**src/b2r_pkg.sv**
```systemverilog
/* Shared definitions for the block-to-row output stage.
   requant_elem works in 64-bit arithmetic, so WIDTH must stay at 32 or below. */
package b2r_pkg;

    typedef enum logic [1:0] {
        idle,
        fill,
        slice_load,
        emit
    } conv_state_e;

    // Address width with a floor of one bit
    function automatic int clog2_safe(input int value);
        if (value <= 1) begin
            return 1;
        end
        return $clog2(value);
    endfunction

    // Element position inside the source word for output column col of chunk
    function automatic int src_elem_index(input int chunk, input int col,
                                          input int num_cores_h, input int num_cores_v,
                                          input int block_size, input int chunk_size);
        int blocks_per_core;
        int nv;
        int b;
        int h;
        int e;
        blocks_per_core = chunk_size / block_size;
        nv = chunk / blocks_per_core;
        b  = chunk % blocks_per_core;
        h  = (col / block_size) % num_cores_h;
        e  = col % block_size;
        return h * chunk_size * num_cores_v + nv * chunk_size + b * block_size + e;
    endfunction

    // Round half up, arithmetic shift, then clamp to the signed output range
    function automatic longint requant_elem(input longint value, input int frac_width,
                                            input int out_width);
        longint rounded;
        longint shifted;
        longint max_v;
        longint min_v;
        max_v   = (longint'(1) <<< (out_width - 1)) - 1;
        min_v   = -(longint'(1) <<< (out_width - 1));
        rounded = (frac_width > 0) ? value + (longint'(1) <<< (frac_width - 1)) : value;
        shifted = rounded >>> frac_width;
        if (shifted > max_v) begin
            return max_v;
        end
        if (shifted < min_v) begin
            return min_v;
        end
        return shifted;
    endfunction

endpackage
```
**src/b2r_top.sv**
```systemverilog
/* Output stage of the tiled matrix engine: frame buffer, reorder, then requantize.
   All geometry parameters are set here and must divide evenly. */
`timescale 1ns/100ps

module b2r_top #(
    parameter int WIDTH       = 16,
    parameter int FRAC_WIDTH  = 8,
    parameter int OUT_WIDTH   = 8,
    parameter int ROW         = 8,
    parameter int COL         = 8,
    parameter int BLOCK_SIZE  = 2,
    parameter int CHUNK_SIZE  = 4,
    parameter int NUM_CORES_H = 2,
    parameter int NUM_CORES_V = 2
) (
    input  logic                                                clk,
    input  logic                                                rst_n,
    input  logic                                                en,
    input  logic                                                in_valid,
    input  logic [WIDTH*CHUNK_SIZE*NUM_CORES_H*NUM_CORES_V-1:0] in_data,
    output logic                                                row_valid,
    output logic                                                row_last,
    output logic [COL*OUT_WIDTH-1:0]                            row_data,
    output logic                                                busy
);

    // Reordered rows at full precision
    logic                 conv_valid;
    logic                 conv_last;
    logic [COL*WIDTH-1:0] conv_data;

    b2r_converter #(
        .WIDTH      (WIDTH),
        .ROW        (ROW),
        .COL        (COL),
        .BLOCK_SIZE (BLOCK_SIZE),
        .CHUNK_SIZE (CHUNK_SIZE),
        .NUM_CORES_H(NUM_CORES_H),
        .NUM_CORES_V(NUM_CORES_V)
    ) u_converter (
        .clk       (clk),
        .rst_n     (rst_n),
        .en        (en),
        .in_valid  (in_valid),
        .in_data   (in_data),
        .busy      (busy),
        .conv_valid(conv_valid),
        .conv_last (conv_last),
        .conv_data (conv_data)
    );

    row_requantizer #(
        .COL       (COL),
        .WIDTH     (WIDTH),
        .FRAC_WIDTH(FRAC_WIDTH),
        .OUT_WIDTH (OUT_WIDTH)
    ) u_requant (
        .clk       (clk),
        .rst_n     (rst_n),
        .en        (en),
        .conv_valid(conv_valid),
        .conv_last (conv_last),
        .conv_data (conv_data),
        .row_valid (row_valid),
        .row_last  (row_last),
        .row_data  (row_data)
    );

endmodule

```
**src/row_requantizer.sv**
```systemverilog
/* One register stage of round, shift and saturate on every element of a row.
   row_valid and row_last are masked while en is low, and rows held then show up again once en returns. */
`timescale 1ns/100ps

module row_requantizer #(
    parameter int COL        = 8,
    parameter int WIDTH      = 16,
    parameter int FRAC_WIDTH = 8,
    parameter int OUT_WIDTH  = 8
) (
    input  logic                     clk,
    input  logic                     rst_n,
    input  logic                     en,
    input  logic                     conv_valid,
    input  logic                     conv_last,
    input  logic [COL*WIDTH-1:0]     conv_data,
    output logic                     row_valid,
    output logic                     row_last,
    output logic [COL*OUT_WIDTH-1:0] row_data
);

    logic                     valid_q;
    logic                     last_q;
    logic [COL*OUT_WIDTH-1:0] q_row;

    always_comb begin
        longint q;
        for (int i = 0; i < COL; i++) begin
            q = b2r_pkg::requant_elem(longint'($signed(conv_data[i*WIDTH +: WIDTH])),
                                      FRAC_WIDTH, OUT_WIDTH);
            // Saturated value already fits, so keep the low bits
            q_row[i*OUT_WIDTH +: OUT_WIDTH] = q[OUT_WIDTH-1:0];
        end
    end

    always_ff @(posedge clk) begin
        if (!rst_n) begin
            valid_q <= 1'b0;
            last_q  <= 1'b0;
        end else if (en) begin
            valid_q <= conv_valid;
            last_q  <= conv_last;
        end
    end

    always_ff @(posedge clk) begin
        if (en) begin
            row_data <= q_row;
        end
    end

    // A row counts only in a cycle with en high
    assign row_valid = valid_q && en;
    assign row_last  = last_q && en;

    a_last_has_valid: assert property (
        @(posedge clk) disable iff (!rst_n)
        row_last |-> row_valid
    );

endmodule

```
**src/b2r_converter.sv**
```systemverilog
/* Frame buffer controller. A frame is exactly the full ROW x COL matrix in block order.
   en low freezes all state. in_valid is dropped outside idle and fill, and rows have no back-pressure. */
`timescale 1ns/100ps

module b2r_converter #(
    parameter int WIDTH       = 16,
    parameter int ROW         = 8,
    parameter int COL         = 8,
    parameter int BLOCK_SIZE  = 2,
    parameter int CHUNK_SIZE  = 4,
    parameter int NUM_CORES_H = 2,
    parameter int NUM_CORES_V = 2
) (
    input  logic                                                   clk,
    input  logic                                                   rst_n,
    input  logic                                                   en,
    input  logic                                                   in_valid,
    input  logic [WIDTH*CHUNK_SIZE*NUM_CORES_H*NUM_CORES_V-1:0]    in_data,
    output logic                                                   busy,
    output logic                                                   conv_valid,
    output logic                                                   conv_last,
    output logic [COL*WIDTH-1:0]                                   conv_data
);

    localparam int ELEMS      = CHUNK_SIZE * NUM_CORES_H * NUM_CORES_V;
    localparam int WORD_W     = WIDTH * ELEMS;
    localparam int SLICE_ROWS = COL / (BLOCK_SIZE * NUM_CORES_H);
    localparam int IN_ROWS    = (ROW / (BLOCK_SIZE * NUM_CORES_V)) * SLICE_ROWS;
    localparam int CHUNKS     = NUM_CORES_V * CHUNK_SIZE / BLOCK_SIZE;
    localparam int SLICES     = IN_ROWS / SLICE_ROWS;

    localparam int ADDR_W  = b2r_pkg::clog2_safe(IN_ROWS);
    localparam int LOAD_W  = b2r_pkg::clog2_safe(SLICE_ROWS + 1);
    localparam int CHUNK_W = b2r_pkg::clog2_safe(CHUNKS);
    localparam int SLICE_W = b2r_pkg::clog2_safe(SLICES);

    b2r_pkg::conv_state_e state;

    logic [ADDR_W-1:0]  wr_cnt;
    logic [LOAD_W-1:0]  load_cnt;
    logic [SLICE_W-1:0] slice_cnt;
    logic [CHUNK_W-1:0] chunk_idx;
    // Extra emit cycle that lets the last row leave before the state moves on
    logic               emit_tail;

    logic                   accept;
    logic                   last_chunk;
    logic                   last_slice;
    logic                   ram_we;
    logic [ADDR_W-1:0]      ram_waddr;
    logic [ADDR_W-1:0]      ram_raddr;
    logic [WORD_W-1:0]      ram_dout;
    logic [SLICE_ROWS*WORD_W-1:0] slice_buf;
    logic [COL*WIDTH-1:0]   mux_row;

    assign accept = en && in_valid &&
                    (state == b2r_pkg::idle || state == b2r_pkg::fill);

    assign last_chunk = (chunk_idx == CHUNKS - 1);
    assign last_slice = (slice_cnt == SLICES - 1);

    // Words land in arrival order
    assign ram_we    = accept;
    assign ram_waddr = wr_cnt;

    // The final load cycle only catches the last read, so hold the address in range
    assign ram_raddr = ADDR_W'(slice_cnt * SLICE_ROWS +
                               ((load_cnt == SLICE_ROWS) ? SLICE_ROWS - 1 : load_cnt));

    always_ff @(posedge clk) begin
        if (!rst_n) begin
            state      <= b2r_pkg::idle;
            wr_cnt     <= '0;
            load_cnt   <= '0;
            slice_cnt  <= '0;
            chunk_idx  <= '0;
            emit_tail  <= 1'b0;
            conv_valid <= 1'b0;
            conv_last  <= 1'b0;
            busy       <= 1'b0;
        end else if (en) begin
            case (state)
                b2r_pkg::idle, b2r_pkg::fill: begin
                    if (accept) begin
                        busy <= 1'b1;
                        if (wr_cnt == IN_ROWS - 1) begin
                            wr_cnt <= '0;
                            state  <= b2r_pkg::slice_load;
                        end else begin
                            wr_cnt <= wr_cnt + 1'b1;
                            state  <= b2r_pkg::fill;
                        end
                    end else if (state == b2r_pkg::idle) begin
                        // Held one idle cycle so busy covers the final row
                        busy <= 1'b0;
                    end
                end

                b2r_pkg::slice_load: begin
                    if (load_cnt == SLICE_ROWS) begin
                        load_cnt  <= '0;
                        chunk_idx <= '0;
                        emit_tail <= 1'b0;
                        state     <= b2r_pkg::emit;
                    end else begin
                        load_cnt <= load_cnt + 1'b1;
                    end
                end

                b2r_pkg::emit: begin
                    if (!emit_tail) begin
                        conv_valid <= 1'b1;
                        conv_last  <= last_chunk && last_slice;
                        if (last_chunk) begin
                            emit_tail <= 1'b1;
                        end else begin
                            chunk_idx <= chunk_idx + 1'b1;
                        end
                    end else begin
                        conv_valid <= 1'b0;
                        conv_last  <= 1'b0;
                        emit_tail  <= 1'b0;
                        chunk_idx  <= '0;
                        if (last_slice) begin
                            slice_cnt <= '0;
                            state     <= b2r_pkg::idle;
                        end else begin
                            slice_cnt <= slice_cnt + 1'b1;
                            state     <= b2r_pkg::slice_load;
                        end
                    end
                end

                default: begin
                    state <= b2r_pkg::idle;
                end
            endcase
        end
    end

    // Slice buffer trails the read address by one cycle
    always_ff @(posedge clk) begin
        if (en) begin
            if (state == b2r_pkg::slice_load && load_cnt != 0) begin
                slice_buf[(load_cnt - 1)*WORD_W +: WORD_W] <= ram_dout;
            end
            if (state == b2r_pkg::emit && !emit_tail) begin
                conv_data <= mux_row;
            end
        end
    end

    ram_1w1r #(
        .DATA_WIDTH(WORD_W),
        .DEPTH     (IN_ROWS)
    ) u_frame_ram (
        .clk       (clk),
        .rst_n     (rst_n),
        .we        (ram_we),
        .write_addr(ram_waddr),
        .read_addr (ram_raddr),
        .din       (in_data),
        .dout      (ram_dout)
    );

    block_row_mux #(
        .WIDTH      (WIDTH),
        .COL        (COL),
        .BLOCK_SIZE (BLOCK_SIZE),
        .CHUNK_SIZE (CHUNK_SIZE),
        .NUM_CORES_H(NUM_CORES_H),
        .NUM_CORES_V(NUM_CORES_V)
    ) u_row_mux (
        .slice_data(slice_buf),
        .chunk_idx (chunk_idx),
        .row_out   (mux_row)
    );

    // Rows come out only in emit even across an en stall
    a_valid_in_emit: assert property (
        @(posedge clk) disable iff (!rst_n)
        conv_valid |-> (state == b2r_pkg::emit)
    );

    a_last_has_valid: assert property (
        @(posedge clk) disable iff (!rst_n)
        conv_last |-> conv_valid
    );

endmodule

```
**src/block_row_mux.sv**
```systemverilog
/* Block-to-row permutation over one buffered slice. Purely combinational.
   COL must equal slice_rows * NUM_CORES_H * BLOCK_SIZE for the geometry to be consistent. */
`timescale 1ns/100ps

module block_row_mux #(
    parameter int WIDTH       = 16,
    parameter int COL         = 8,
    parameter int BLOCK_SIZE  = 2,
    parameter int CHUNK_SIZE  = 4,
    parameter int NUM_CORES_H = 2,
    parameter int NUM_CORES_V = 2
) (
    input  logic [(COL / (BLOCK_SIZE * NUM_CORES_H)) * WIDTH * CHUNK_SIZE
                  * NUM_CORES_H * NUM_CORES_V - 1:0]          slice_data,
    input  logic [b2r_pkg::clog2_safe(NUM_CORES_V * CHUNK_SIZE / BLOCK_SIZE)-1:0]
                                                              chunk_idx,
    output logic [COL*WIDTH-1:0]                              row_out
);

    // Elements in one input word
    localparam int ELEMS      = CHUNK_SIZE * NUM_CORES_H * NUM_CORES_V;
    // Output columns covered by one input word
    localparam int SPAN       = NUM_CORES_H * BLOCK_SIZE;

    always_comb begin
        int word;
        int src;
        int pos;
        for (int col = 0; col < COL; col++) begin
            // Which buffered word feeds this column
            word = col / SPAN;
            src  = b2r_pkg::src_elem_index(int'(chunk_idx), col, NUM_CORES_H,
                                           NUM_CORES_V, BLOCK_SIZE, CHUNK_SIZE);
            pos  = word * ELEMS + src;
            row_out[col*WIDTH +: WIDTH] = slice_data[pos*WIDTH +: WIDTH];
        end
    end

endmodule

```
**src/ram_1w1r.sv**
```systemverilog
/* One write port, one read port. The read is registered, so dout follows
   read_addr by one cycle. A write and a read of one address on the same edge return old data. */
`timescale 1ns/100ps

module ram_1w1r #(
    parameter int DATA_WIDTH = 256,
    parameter int DEPTH      = 4
) (
    input  logic                                         clk,
    input  logic                                         rst_n,
    input  logic                                         we,
    input  logic [b2r_pkg::clog2_safe(DEPTH)-1:0] write_addr,
    input  logic [b2r_pkg::clog2_safe(DEPTH)-1:0] read_addr,
    input  logic [DATA_WIDTH-1:0]                        din,
    output logic [DATA_WIDTH-1:0]                        dout
);

    logic [DATA_WIDTH-1:0] mem [DEPTH];

    always_ff @(posedge clk) begin
        if (we) begin
            mem[write_addr] <= din;
        end
    end

    // Registered read port
    always_ff @(posedge clk) begin
        if (!rst_n) begin
            dout <= '0;
        end else begin
            dout <= mem[read_addr];
        end
    end

    a_write_in_range: assert property (
        @(posedge clk) disable iff (!rst_n)
        we |-> (write_addr < DEPTH)
    );

endmodule

```
**config.mk**
```make
export PLATFORM = sky130hd
export DESIGN_NAME = b2r_top
export DESIGN_NICKNAME = d
export VERILOG_FILES = /design/src/b2r_pkg.sv /design/src/b2r_top.sv /design/src/row_requantizer.sv /design/src/b2r_converter.sv /design/src/block_row_mux.sv /design/src/ram_1w1r.sv
export SDC_FILE = /design/constraint.sdc
export NUM_CORES = 1
export LEC_CHECK = 0
export BUFFER_PORTS_ARGS = -buffer_cell sky130_fd_sc_hd__buf_2
export CAP_MARGIN = 20
export CORE_ASPECT_RATIO = 0.9
export CORE_MARGIN = 2
export CORE_UTILIZATION = 64
export DETAILED_ROUTE_END_ITERATION = 8
export GPL_ROUTABILITY_DRIVEN = 0
export PLACE_DENSITY_LB_ADDON = 0.25
export SLEW_MARGIN = 20
export SYNTH_ARGS = -nofsm -noshare
export SYNTH_HDL_FRONTEND = slang
export SYNTH_SLANG_ARGS = --single-unit
export TNS_END_PERCENT = 20
```
**constraint.sdc**
```tcl
create_clock -name clk -period 48.9 [get_ports clk]
set_input_delay 4.89 -clock clk [delete_from_list [all_inputs] [get_ports clk]]
set_output_delay 4.89 -clock clk [all_outputs]
set_load 0.01 [all_outputs]
```
==> results by group <==
GRT
  • Initial antenna violation count: 32
  • Met1 usage: 38.8%
  • First-pass GRT wire length: 130,000 um
  • GR Layer Usage met3: 5.67%
  • Vias in the first global route: 21,500
  • GRT overflow: 0
  • Global Route Usage Sum: 25.0%
  • M2 GR Usage: 36.9%
  • Global routing's busiest layer: met1
  • Largest net degree at the start of global routing: 139

STA
  • Tmin final: 10,180 ps
  • Setup Skew: 22.7 ps
  • Tightest Pin Transition: 1140 ps
  • Final hold slack: 498 ps
  • Peak Freq: 98.2 MHz
  • Slew margin rel.: 23.7%
  • Setup WS post-layout: 38,720 ps
  • Endpoints failing hold: 0
  • Final setup TNS: 0 ps
  • Slew Limit Fails: 0
  • Unrepaired setup endpoints after global routing: no
  • Period Utilization, post-route: 20.8%
  • Final setup violation count: 0

Worst setup path
  • R2R cell count: 7
  • Crit path DAT: 5290 ps
  • Crit start category: input port
  • Worst-path cell chain: buf_4, and2_1, buf_2
  • RR Endpoint: u_converter.slice_buf[327]$_DFFE_PP_
  • Worst stage delay on the critical path: 150 ps
  • R2r setup slk: 45,370 ps
  • Req. time, crit path: 44,010 ps
  • Setup crit end kind: output pin
  • Worst setup path startpoint: en
  • CP max FO: 4
  • CP max stage cell: and2_1
  • Critical path type: in -> out
  • Worst setup path end: row_valid
  • Reg-to-Reg Start: u_converter.load_cnt[0]$_SDFFE_PN0P_

Yosys
  • Flops & latches, synth: 1,159
  • Netlist Area Pre-Place: 43,800 sq um
  • Yosys top cell area share: 68.6%
  • Cells after Synth: 2,323
  • Post-Syn Area per Cell: 18.9 sq um
  • Part of the Yosys area used for sequential elements: 75.8%
  • Synth async-reset ratio: 0%
  • Synth cell types: 59
  • Syn nets: 2,603
  • Top post-synthesis cells by area: edfxtp_1, mux4_2, dfxtp_1
  • Yosys warnings: 0
  • Synth area leader: edfxtp_1
  • Post-synth EDFFs: 1,000
  • Most common flop cell mapped by yosys: edfxtp_1

Pwr
  • P per Cell Area: 39.4 nW/um^2
  • Peak VDD IR: 0.0000329 V
  • Pleak: 16.0 nW

Clock tree
  • Hold_buf cts: 0
  • CTS sink cnt: 1,159
  • CTS max path bufs: 3
  • Num CTS Buffers: 109
  • Root Buffer: clkbuf_16
  • CTS tree: done
  • Cts repair resizes: 0
  • CTS H-tree depth: 3
  • Post-CTS Setup Bufs: 0
  • Clock slew at reported path FFs: 60 ps
  • Clock Latency Late Sink: 670 ps

Place
  • IO Port Bufs: 214
  • Dpl ws: 38,710 ps
  • HPWL after DPL: 52,400 um
  • Post-Place Cells: 3,317

Finish
  • Area growth from synthesis to layout: 12.4%
  • Fin util: 73.1%
  • Share of layout cells above drive strength 1: 23.9%
  • Fillers: 3,903
  • Final Net Count: 2,834
  • Finished Layout Cells: 3,533

Flow run
  • Max Cap Viol: 0

Detailed routing
  • Final wirelength: 86,400 um
  • 1st-pass router iterations: 6
  • Vias per inst: 6.16
  • Via count: 21,800
  • Per-cell routed wire length: 24.5 um
  • Drt drc: 0
  • Routed Antenna Nets: 0
  • Iteration-0 DRC Markers: 2,524

Hold path
  • Hold wc startpoint: u_converter.busy$_SDFFE_PN0P_
  • Worst Hold Class: reg -> reg

Floorplan
  • Core Region: 67,300 sq um
  • Die Wd: 280 um
  • Die height: 252 um
  • Io pins: 327
  • Rows: 90
  • Initial Utilization: 65.0%
  • Die ar.: 70,500 sq um

Status
  • Outcome: completed
cell usage in the layout (no fill, tap or decap), types with 7 or more instances in the layout:
| cell | n |
|---|---|
| buf_2 | 212 |
| nand4_1 | 16 |
| a21boi_0 | 10 |
| a31oi_1 | 15 |
| clkinv_2 | 26 |
| xnor2_1 | 7 |
| clkbuf_1 | 29 |
| clkbuf_8 | 7 |
| dfxtp_1 | 157 |
| o221ai_1 | 7 |
| nor2_1 | 36 |
| edfxtp_1 | 1000 |
| mux4_2 | 216 |
| nand3_1 | 27 |
| clkinv_1 | 15 |
| buf_4 | 24 |
| ha_1 | 19 |
| diode_2 | 10 |
| and4_1 | 11 |
| inv_1 | 15 |
| o21ai_0 | 28 |
| and3_1 | 16 |
| clkbuf_16 | 112 |
| and2_1 | 442 |
| a21oi_1 | 45 |
| nand2_1 | 38 |
| o211ai_1 | 9 |
| o21a_1 | 13 |
sequential cells by signal (all words and copies together), names as in the netlist:
name	flops
u_converter.chunk_idx	2
u_converter.ram_waddr	2
u_converter.slice_buf	288
u_converter.u_frame_ram.dout	144
u_converter.emit_tail	1
u_converter.state	2
u_requant.row_data	64
u_converter.conv_last	1
u_converter.last_slice	1
u_converter.load_cnt	2
u_converter.u_frame_ram.mem	576
u_requant.last_q	1
u_converter.busy	1
u_requant.valid_q	1
u_converter.conv_valid	1
u_converter.conv_data	72
worst max-delay path, delay by kind of cell:
family / cells / cell delay [ps]
buffers and inverters: 2 / 260
AND/OR/NAND/NOR: 1 / 150
report_power, final:
group          total [W]  internal [W]  switching, W
clock network   0.000811      0.000464      0.000348
registers        0.00109       0.00109    0.00000685
logic          0.0000365     0.0000148     0.0000217
worst min path at each step:
stage / end / depth (start not counted)
3_3_place_gp: u_converter.busy$_SDFFE_PN0P_ / 2
2_1_floorplan: u_requant.valid_q$_SDFFE_PN0P_ / 2
6_report: u_converter.busy$_SDFFE_PN0P_ / 2
5_1_grt: u_converter.slice_buf[8]$_DFFE_PP_ / 1
4_1_cts: u_converter.busy$_SDFFE_PN0P_ / 2
3_5_place_dp: u_requant.last_q$_SDFFE_PN0P_ / 2
synth_stat cells (all sizes together) (6+ instances only):
master,instances
a21boi,10
a21oi,45
a31oi,15
and2,446
and3,17
and4,11
buf,43
clkbuf,75
dfxtp,159
edfxtp,1000
ha,20
inv,15
mux4,216
nand2,38
nand3,27
nand4,16
nor2,36
nor2b,6
o211ai,9
o21a,13
o21ai,28
o221ai,7
xnor2,7
cell families (layout without fill, tap and decap cells):
kind of cell | count (synthesis) | after routing | share of synthesized area [%]
other | 0 | 10 | 0
adder cells (fa/ha/maj) | 20 | 20 | 0.571
buffers and inverters | 133 | 459 | 1.30
AND/OR/NAND/NOR | 622 | 622 | 8.52
XOR/XNOR | 11 | 11 | 0.237
AO/OA/AOI/OAI | 156 | 156 | 2.29
flip-flops | 1159 | 1159 | 75.8
multiplexers | 222 | 222 | 11.3
per-stage QoR:
stage               instance area (sq um)  power (W)
floorplan                           43800    0.00113
global placement                    45700    0.00115
detailed placement                  45700    0.00115
CTS                                 49200    0.00195
global route                        49200    0.00199
finish                              49200    0.00194
layout make-up:
| class | instances | area, sq um | share of cell area, % |
|---|---|---|---|
| clock inverter | 58 | 479 | 0.974 |
| timing repair buffer | 238 | 1270 | 2.59 |
| inverter | 15 | 56.3 | 0.114 |
| antenna | 10 | 25.0 | 0.0508 |
| multi-input combinational | 1031 | 10100 | 20.5 |
| clock buffer | 148 | 3010 | 6.11 |
| tap | 874 | 1090 | 2.22 |
| sequential | 1159 | 33200 | 67.5 |
layer usage:
| metal | up-vias | part of all wire (%) |
|---|---|---|
| met5 | - | 0.20 |
| li1 | 9496 | - |
| met3 | 166 | 8.6 |
| met4 | 26 | 2.0 |
| met2 | 909 | 46 |
| met1 | 11200 | 44 |
Power figures use the tool's default switching activity.
